[config.mk]
export PLATFORM = sky130hd
export DESIGN_NAME = icache_refill_buf
export DESIGN_NICKNAME = d
export VERILOG_FILES = /design/src/design/icache_pkg.sv /design/src/design/icache_refill_buf.sv
export SDC_FILE = /design/constraint.sdc
export NUM_CORES = 1
export LEC_CHECK = 0
export ABC_AREA = 1
export ABC_CLOCK_PERIOD_IN_PS = 1300
export BUFFER_PORTS_ARGS = -buffer_cell sky130_fd_sc_hd__buf_2
export CAP_MARGIN = 10
export CORE_MARGIN = 10
export CORE_UTILIZATION = 40
export DETAILED_ROUTE_END_ITERATION = 7
export HOLD_SLACK_MARGIN = 0.12
export PLACE_DENSITY_LB_ADDON = 0.05
export SLEW_MARGIN = 20
export SYNTH_ARGS = -nofsm -noshare
export SYNTH_HDL_FRONTEND = slang
export SYNTH_SLANG_ARGS = --single-unit
[constraint.sdc]
create_clock -name clk -period 1.3 [get_ports clk]
set_input_delay 0.195 -clock clk [delete_from_list [all_inputs] [get_ports clk]]
set_output_delay 0.195 -clock clk [all_outputs]
set_load 0.01 [all_outputs]
[src/design/icache_pkg.sv]
`default_nettype none

package icache_pkg;

    // request side
    localparam int COOKIE_W = 32;

    // geometry, 4 ways x 64 sets x 64 bytes
    localparam int NUM_WAYS = 4;
    localparam int NUM_SETS = 64;
    localparam int INDEX_W  = 6;                // pc[11:6]
    localparam int TAG_W    = 20;               // pc[31:12]
    localparam int OFFSET_W = 6;                // pc[5:0]
    localparam int LINE_W   = 512;

    // refill port
    localparam int BEATS  = 16;                 // beats per line
    localparam int BEAT_W = 32;

    // fetch word, two instructions
    localparam int FETCH_W = 64;

    // exception codes
    localparam int EXC_W = 7;
    localparam logic [EXC_W-1:0] EXC_NONE           = 7'h00;
    localparam logic [EXC_W-1:0] EXC_FETCH_MISALIGN = 7'h04;

    // stage 2 miss FSM encoding
    localparam logic [1:0] ST_IDLE     = 2'd0;
    localparam logic [1:0] ST_MISS_REQ = 2'd1;   // r_req up, waiting for r_rdy
    localparam logic [1:0] ST_REFILL   = 2'd2;   // collecting beats
    localparam logic [1:0] ST_RESPOND  = 2'd3;   // refill data on the outputs

endpackage

`default_nettype wire

[src/design/icache_refill_buf.sv]
`default_nettype none

module icache_refill_buf (
    input  logic                          clk,
    input  logic                          rst,
    input  logic                          ret_valid,
    input  logic                          ret_last,
    input  logic [icache_pkg::BEAT_W-1:0] r_data_axi,
    output logic                          fill_finish,
    output logic [icache_pkg::LINE_W-1:0] fill_line
);

    logic [$clog2(icache_pkg::BEATS)-1:0] beat_cnt;

    // beats enter at the top, first beat ends up in bits [31:0]
    always_ff @(posedge clk) begin
        if (ret_valid) begin
            fill_line <= {r_data_axi, fill_line[icache_pkg::LINE_W-1:icache_pkg::BEAT_W]};
        end
    end

    always_ff @(posedge clk) begin
        if (rst) begin
            fill_finish <= 1'b0;
            beat_cnt    <= '0;
        end else begin
            fill_finish <= ret_valid && ret_last;   // one cycle after last beat
            if (ret_valid) begin
                if (ret_last) begin
                    beat_cnt <= '0;
                end else begin
                    beat_cnt <= beat_cnt + 1'b1;
                end
            end
        end
    end

    // memory side must close the line on exactly the 16th beat
    a_last_on_final_beat: assert property (@(posedge clk) disable iff (rst)
        (ret_valid && ret_last) |-> (beat_cnt == icache_pkg::BEATS - 1));

    // and the 16th beat cannot go out without ret_last
    a_final_beat_is_last: assert property (@(posedge clk) disable iff (rst)
        (ret_valid && (beat_cnt == icache_pkg::BEATS - 1)) |-> ret_last);

endmodule

`default_nettype wire

==> results_dict.tcl, run 1 <==
set metrics [dict create \
    port_buffers 548 \
    grt_most_used_layer "met2" \
    finalInstanceArea_um2 23700 \
    ys_async_sr_fraction_pct 0 \
    path_cells "buf_2" \
    overflow 0 \
    synth_commonest_cells "edfxtp_1, dfxtp_1, nand2_1, nor2_2" \
    drv_cap 0 \
    grt_pass1_vias 8751 \
    cts_root_buffer "clkbuf_16" \
    synth_cell_type_count 4 \
    cp_top_family "flip-flops" \
    timing.slew.headroom_pct 69.7 \
    gr-usage-met3_pct 7.52 \
    grt_start_max_net_pins 57 \
    grtUsageMet1_pct 17.8 \
    place_area_um2 19200 \
    path_class "reg2out" \
    fin_tns_setup_ns -15.26 \
    syn_inst 515 \
    r2r-start "fill_line[164]" \
    endpoint "fill_line[264]" \
    synth-seq-area-share_pct 99.9 \
    power.density_nw_per_um2 1550 \
    cp_slowest_stage_delay_ns 0.49 \
    fmax_mhz 689 \
    drt_iter0_drc 420 \
    die_h_um 216 \
    dp_hpwl_um 32600 \
    grt_pass1_wl_um 60100 \
    worst_slack_ns -0.151 \
    r2r_end "fill_line[132]" \
    rsz0062_at_grt "true" \
    cts.path.max_buffers 3 \
    status "finished, violations left" \
    slew_viol_final 0 \
    core_area_um2 37800 \
    die-area_um2 46800 \
    worst_pin_slew_ns 0.455 \
    crit_buf_inv 1 \
    grtUsageTotal_pct 17.5 \
    critical_path.slowest_cell "edfxtp_1" \
    yosysTopAreaCell "edfxtp_1" \
    clock_latency_ns 0.57 \
    synth_top_area_share_pct 99.8 \
    synth_ff_type "edfxtp_1" \
    synth_seq_cells 513 \
    synth_edf_count 512 \
    n_antenna_cell 0 \
    place.gp.congestion 0.778 \
    startpoint "fill_line[264]" \
    whs_ns 0.140 \
    yosys_warnings 0 \
    path_depth 1 \
    worst_clock_skew_ns 0.00865 \
    startpoint_type "flop" \
    cp_data_arrival_time_ns 1.26 \
    hold_viol_final 0 \
    via_count 8411 \
    p_leak_nw 9.68 \
    min_period_ns 1.45 \
    cts_tree "yes" \
    holdCritPathClass "in2reg" \
    synthesis.area_um2 15400 \
    wl_per_cell_um 22.2 \
    cp-end-kind "output port" \
    rows 71 \
    met2_usage_pct 31.8 \
    area_growth_pct 54.0 \
    start_util_pct 40.7 \
    htree_num_levels 2 \
    cp_max_fo 2 \
    peakVddDrop_mv 1.17 \
    syn_avg_cell_area_um2 29.9 \
    fin_util_pct 62.7 \
    finalCritPeriodShare_pct 112 \
    pin_count 549 \
    r2r_setup_slack_ns 0.35 \
    post-synth-top-count-cell "edfxtp_1" \
    synth_nets 551 \
    worstPathRequired_ns 1.11 \
    violations "setup timing" \
    firstDrtPassIters 6 \
    setup_violations 550 \
    wl_um 43300 \
    die_x_um 216 \
    reg2reg_depth 2 \
    grt_antenna_before_repair 0 \
    netlist_top_cells_area "edfxtp_1, dfxtp_1, nor2_2" \
    finalPower_mw 36.8 \
    cts.sinks 513 \
    numCtsBuffers 51 \
    vias_per_cell 4.32 \
    clkSlewWorstSetupHoldPaths_ns 0.06 \
    fin_nets 1432 \
    drc 0 \
    ant_nets 0 \
    drive_gt1_share_pct 60.1 \
]
metrics by stage:
stage | setup slack (ns) | instances
after floorplan | 0.608 | 515
after CTS | -0.220 | 1863
after global placement | 0.149 | 1602
after global routing | -0.217 | 1949
after detailed placement | 0.137 | 1602
final | -0.151 | 1949
kinds of logic (layout without fill, tap and decap cells):
logic type | after synthesis | in the layout | synth area share [%]
AND/OR/NAND/NOR | 2 | 2 | 0.0650
buffers and inverters | 0 | 923 | 0
flip-flops | 513 | 513 | 99.9
state kept, by name, indices dropped and copies added (netlist names):
signal	flops
fill_line	512
fill_finish	1
layer usage:
layer,part of all wire [%],vias up
li1,-,3892
met1,33,4127
met2,55,339
met3,9.8,53
met4,1.9,0
met5,0,-
repair_timing:
item,in CTS,in global routing
buffers inserted,131,86
gates resized for setup,121,126
setup endpoints to repair,499,656
endpoints found under the hold margin,72,11
hold buffers,35,1
worst reg2reg max path, delay by kind of cell, from the launching register on:
kind | cells | cell delay [ns]
buf+inv | 2 | 0.29
flops | 1 | 0.42
placed cells by master (no fill, tap or decap), types with 2 or more instances in the layout:
| master | netlist | layout |
|---|---|---|
| buf_12 | 0 | 15 |
| buf_2 | 0 | 395 |
| buf_4 | 0 | 230 |
| buf_6 | 0 | 152 |
| bufinv_16 | 0 | 3 |
| clkbuf_1 | 0 | 19 |
| clkbuf_16 | 0 | 53 |
| clkinv_1 | 0 | 7 |
| clkinv_2 | 0 | 10 |
| clkinvlp_4 | 0 | 2 |
| dlygate4sd3_1 | 0 | 35 |
| edfxtp_1 | 512 | 512 |
worst min-delay path by stage:
stage	from	endpoint	depth (start not counted)	slack, ns
global placement	rst	fill_finish	2	0.36
detailed placement	rst	fill_finish	2	0.36
CTS	ret_valid	fill_line[281]	2	0.13
global route	ret_valid	fill_line[202]	2	0.13
finish	ret_valid	fill_line[202]	2	0.14
floorplan	rst	fill_finish	1	0.26
area by class of cell:
class | count | area, um^2
Clock buffer | 73 | 1410
Sequential cell | 513 | 15400
Multi-Input combinational cell | 2 | 10.0
Clock inverter | 22 | 181
Timing Repair Buffer | 828 | 6080
Fill cell | 2740 | 14100
Tap cell | 511 | 639
power breakdown:
part	internal, mW	leakage [nW]	total [mW]	switching [mW]
clock network	8.13	0.776	13.9	5.79
logic	1.51	3.88	2.94	1.43
registers	19.3	5.02	19.9	0.595
No activity file was read; power rests on OpenSTA's default activity.
==> run 2, diff against run 1 <==
PLACE_DENSITY = 0.65   (was unset)
PLACE_DENSITY_LB_ADDON = unset   (was 0.05)
==> results_dict.tcl, run 2 (synthesis gave the netlist of run 1 again) <==
set metrics [dict create \
    grt_pass1_vias 8819 \
    place.gp.congestion 0.793 \
    finalCritPeriodShare_pct 114 \
    cp_top_family "flip-flops" \
    worst_slack_ns -0.184 \
    r2r-start "fill_line[192]" \
    cp_slowest_stage_delay_ns 0.50 \
    drc 0 \
    drive_gt1_share_pct 61.9 \
    timing.slew.headroom_pct 69.1 \
    cts.sinks 513 \
    path_class "reg2out" \
    cts_tree "yes" \
    grt_pass1_wl_um 57700 \
    wl_um 44000 \
    area_growth_pct 56.9 \
    final_common_cell "edfxtp_1" \
    die_x_um 216 \
    clock_latency_ns 0.59 \
    drv_cap 0 \
    status "finished, violations left" \
    slew_viol_final 0 \
    violations "setup timing" \
    wl_per_cell_um 21.9 \
    power.density_nw_per_um2 1550 \
    start_util_pct 40.7 \
    multi_input_area_um2 10.0 \
    die_h_um 216 \
    critical_path.slowest_cell "edfxtp_1" \
    top_register "fill_line" \
    rsz0062_at_grt "true" \
    crit_buf_inv 1 \
    setup_violations 401 \
    cp_data_arrival_time_ns 1.29 \
    worst_hold_path.endpoint "fill_line[84]" \
    r2r_end "fill_line[160]" \
    overflow 0 \
    firstDrtPassIters 5 \
    rows 71 \
    layout_common_cells "edfxtp_1, buf_2, buf_4, buf_6, clkbuf_16" \
    die-area_um2 46800 \
    cp-end-kind "output port" \
    core_area_um2 37800 \
    hold_viol_final 0 \
    vias_per_cell 4.42 \
    worst_clock_skew_ns 0.0259 \
    largest_register_ffs 512 \
    min_period_ns 1.48 \
    pwr-share-seq_pct 53.1 \
    grtUsageTotal_pct 16.5 \
    power_frac_comb_pct 8.3 \
    worstPathRequired_ns 1.11 \
    dp_hpwl_um 29300 \
    startpoint_type "flop" \
    grt_start_max_net_pins 57 \
    ant_nets 0 \
    swShare_pct 21.5 \
    cts_root_buffer "clkbuf_16" \
    holdCritPathClass "in2reg" \
    cts.path.max_buffers 3 \
    hold_path_depth 2 \
    fin_util_pct 63.9 \
    fillers 2451 \
    ff_latch_area_um2 15400 \
    peakVddDrop_mv 1.64 \
    fin_nets 1493 \
    fin_tns_setup_ns -11.55 \
    path_cells "buf_2" \
    pin_count 549 \
    htree_num_levels 2 \
    n_antenna_cell 0 \
    numCtsBuffers 50 \
    grt_antenna_before_repair 0 \
    clkSlewWorstSetupHoldPaths_ns 0.07 \
    power.switching_mw 8.08 \
    clockPowerShare_pct 38.7 \
    reg2reg_depth 3 \
    cp_max_fo 2 \
    via_count 8871 \
    top_regs "fill_line: 512 flops, fill_finish: 1 flops" \
    fmax_mhz 674 \
    worst_pin_slew_ns 0.464 \
    port_buffers 548 \
    worstHoldStart "ret_valid" \
    r2r_setup_slack_ns 0.20 \
    drt_iter0_drc 576 \
    p_leak_nw 9.97 \
    intPower_mw 29.4 \
]
run 2: cell count changes in the layout (fill, tap and decap cells not counted), sizes merged:
cell         change
buf             +61
bufinv           +2
clkbuf           -5
clkinv           -1
clkinvlp         +1
dlygate4sd3      +1
inv              +1
run 2: routing by layer:
layer / track usage, % / routed length (um) / vias to the layer above
li1: - / - / 4010
met1: 17.6 / 15000 / 4337
met2: 29.7 / 23900 / 447
met3: 5.32 / 3700 / 77
met4: 6.71 / 1380 / 0
met5: 0 / 0 / -
run 2: worst max-delay path by stage:
stage | to | startpoint | cells after the start | slack (ns)
after global routing | fill_line[259] | fill_line[259] | 1 | -0.22
after CTS | fill_line[259] | fill_line[259] | 1 | -0.22
after floorplan | fill_line[0] | fill_line[32] | 0 | 0.61
final | fill_line[259] | fill_line[259] | 1 | -0.18
after global placement | fill_line[41] | ret_valid | 3 | 0.15
after detailed placement | fill_line[73] | ret_valid | 3 | 0.13
run 2: layout make-up:
type / count / area share (%)
Sequential cell: 513 / 63.7
Timing Repair Buffer: 890 / 26.8
Clock buffer: 68 / 5.72
Tap cell: 511 / 2.64
Clock inverter: 25 / 1.14
Multi-Input combinational cell: 2 / 0.0414
run 2: through the flow:
stage                     area, um^2  setup WS (ns)  std cells  hold WS (ns)  total power, mW
after floorplan                15400          0.608        515         0.262             20.5
after global routing           24200         -0.224       2009         0.123             38.7
final                          24200         -0.184       2009         0.143             37.5
after CTS                      22700         -0.217       1890         0.130             37.2
after detailed placement       19200          0.127       1601         0.366             22.3
after global placement         19200          0.151       1601         0.362             22.2
run 2: power by group through the flow:
stage,clock [mW],combinational (mW),sequential (mW)
floorplan,0,0.00159,20.5
global placement,0,2.06,20.1
detailed placement,0,2.08,20.2
CTS,14.7,2.67,19.8
global route,15.5,3.29,20.0
finish,14.5,3.11,19.9
run 2: what timing repair did:
item,CTS,global route
endpoints found under the hold margin,45,5
hold buffers,36,1
resized for setup,86,121
setup buffers,160,119
setup endpoints to repair,504,581
==> run 3, diff against run 2 <==
CORE_UTILIZATION = 41   (was 40)
PLACE_DENSITY = 0.66   (was 0.65)
==> results_dict.tcl, run 3 (synthesis gave the netlist of run 1 again) <==
set metrics [dict create \
    timing.slew.headroom_pct 63.6 \
    drv_cap 0 \
    port_buffers 548 \
    cp_top_family "flip-flops" \
    endpoint "fill_line[266]" \
    fmax_mhz 674 \
    wl_um 45000 \
    die-area_um2 45700 \
    grt_antenna_before_repair 3 \
    grt_pass1_vias 8874 \
    worstPathRequired_ns 1.11 \
    peakVddDrop_mv 1.22 \
    overflow 0 \
    drt_iter0_drc 523 \
    fin_nets 1495 \
    fin_cells 2003 \
    cp_data_arrival_time_ns 1.29 \
    holdCritPathClass "in2reg" \
    post-place-cells 1596 \
    path_depth 1 \
    worst_pin_slew_ns 0.545 \
    cp_slowest_stage_delay_ns 0.51 \
    r2r_setup_slack_ns 0.32 \
    power.switching_mw 8.04 \
    rsz0062_at_grt "true" \
    vias_per_cell 4.44 \
    critical_path.slowest_cell "edfxtp_1" \
    reg2reg_depth 2 \
    swShare_pct 21.7 \
    slew_viol_final 0 \
    grtUsageTotal_pct 17.1 \
    pre_cts_ws_ns 0.174 \
    start_util_pct 41.8 \
    cts_root_buffer "clkbuf_16" \
    setup_violations 433 \
    cts.path.max_buffers 3 \
    power_frac_comb_pct 8.6 \
    intPower_mw 29.0 \
    r2r-start "fill_line[425]" \
    cp-end-kind "output port" \
    numCtsBuffers 50 \
    ant_nets 0 \
    die_h_um 214 \
    cts.sinks 513 \
    worst_clock_skew_ns 0.0121 \
    r2r_end "fill_line[393]" \
    startpoint_type "flop" \
    place.gp.congestion 0.769 \
    drive_gt1_share_pct 61.8 \
    top_regs "fill_line: 512 flops, fill_finish: 1 flops" \
    hold_viol_final 0 \
    final_common_cell "edfxtp_1" \
    clkSlewWorstSetupHoldPaths_ns 0.06 \
    fillers 2293 \
    cp_max_fo 2 \
    largest_register_ffs 512 \
    fin_util_pct 65.9 \
    startpoint "fill_line[266]" \
    cts_tree "yes" \
    pin_count 549 \
    grt_start_max_net_pins 61 \
    crit_buf_inv 1 \
    min_period_ns 1.48 \
    wl_per_cell_um 22.4 \
    p_leak_nw 10.0 \
    htree_num_levels 2 \
    core_area_um2 36900 \
    violations "setup timing" \
    dp_hpwl_um 29600 \
    path_cells "buf_2" \
    power.density_nw_per_um2 1530 \
    worst_slack_ns -0.184 \
    layout_common_cells "edfxtp_1, buf_2, buf_4, buf_6, clkbuf_16" \
    die_x_um 214 \
    status "finished, violations left" \
    firstDrtPassIters 5 \
    area_growth_pct 57.7 \
    rows 70 \
    top_register "fill_line" \
    path_class "reg2out" \
    clockPowerShare_pct 37.6 \
    finalPower_mw 37.1 \
    pwr-share-seq_pct 53.8 \
    via_count 8896 \
    grt_pass1_wl_um 57200 \
    drc 0 \
    finalCritPeriodShare_pct 114 \
    clock_latency_ns 0.57 \
    fin_tns_setup_ns -12.25 \
]
## run 3: cell count changes in the layout (fill, tap and decap cells not counted), sizes merged
cell,before,now
clkinv,16,23
clkbuf,68,64
bufinv,5,3
clkinvlp,3,1
dlygate4sd3,36,38
diode,0,1
inv,1,0
## run 3: power groups by stage
stage / combinational (mW) / clock (mW) / sequential [mW]
after detailed placement: 2.07 / 0 / 20.2
final: 3.20 / 13.9 / 19.9
after global placement: 2.06 / 0 / 20.1
after floorplan: 0.00159 / 0 / 20.5
after global routing: 3.37 / 14.8 / 20.0
after CTS: 2.72 / 14.1 / 19.8
## run 3: metal layers
metal	part of all wire (%)	vias to the layer above	global-route usage, %
met1	33	4394	17.8
met2	54	410	30.9
met5	0	-	0
li1	-	4016	-
met3	10	76	6.03
met4	2.8	0	6.62
## run 3: per-stage QoR
step	area, um^2	hold WS (ns)
2_1_floorplan	15400	0.262
3_5_place_dp	19100	0.361
3_3_place_gp	19100	0.362
6_report	24300	0.186
4_1_cts	22800	0.142
5_1_grt	24300	0.176
## run 3: how the worst min path moves through the flow
| stage | endpoint | from | cells after the start |
|---|---|---|---|
| CTS | fill_line[403] | ret_valid | 2 |
| detailed placement | fill_finish | rst | 2 |
| finish | fill_line[403] | ret_valid | 2 |
| global placement | fill_finish | rst | 2 |
| floorplan | fill_finish | rst | 1 |
| global route | fill_line[403] | ret_valid | 2 |
## run 3: final cells by class
type	instances	area, um^2	share of cell area [%]
flip-flops and latches	513	15400	63.4
repair buffers	892	6680	27.5
clock buffers	64	1370	5.63
well taps	504	631	2.60
clock inverters	27	209	0.860
multi-input cells	2	10.0	0.0412
diodes	1	2.50	0.0103
## run 3: what timing repair did
action,4_1_cts,5_1_grt
gates resized for setup,95,163
hold buffers,38,0
buffers inserted,175,102
setup endpoints to repair,503,511
endpoints found under the hold margin,63,0
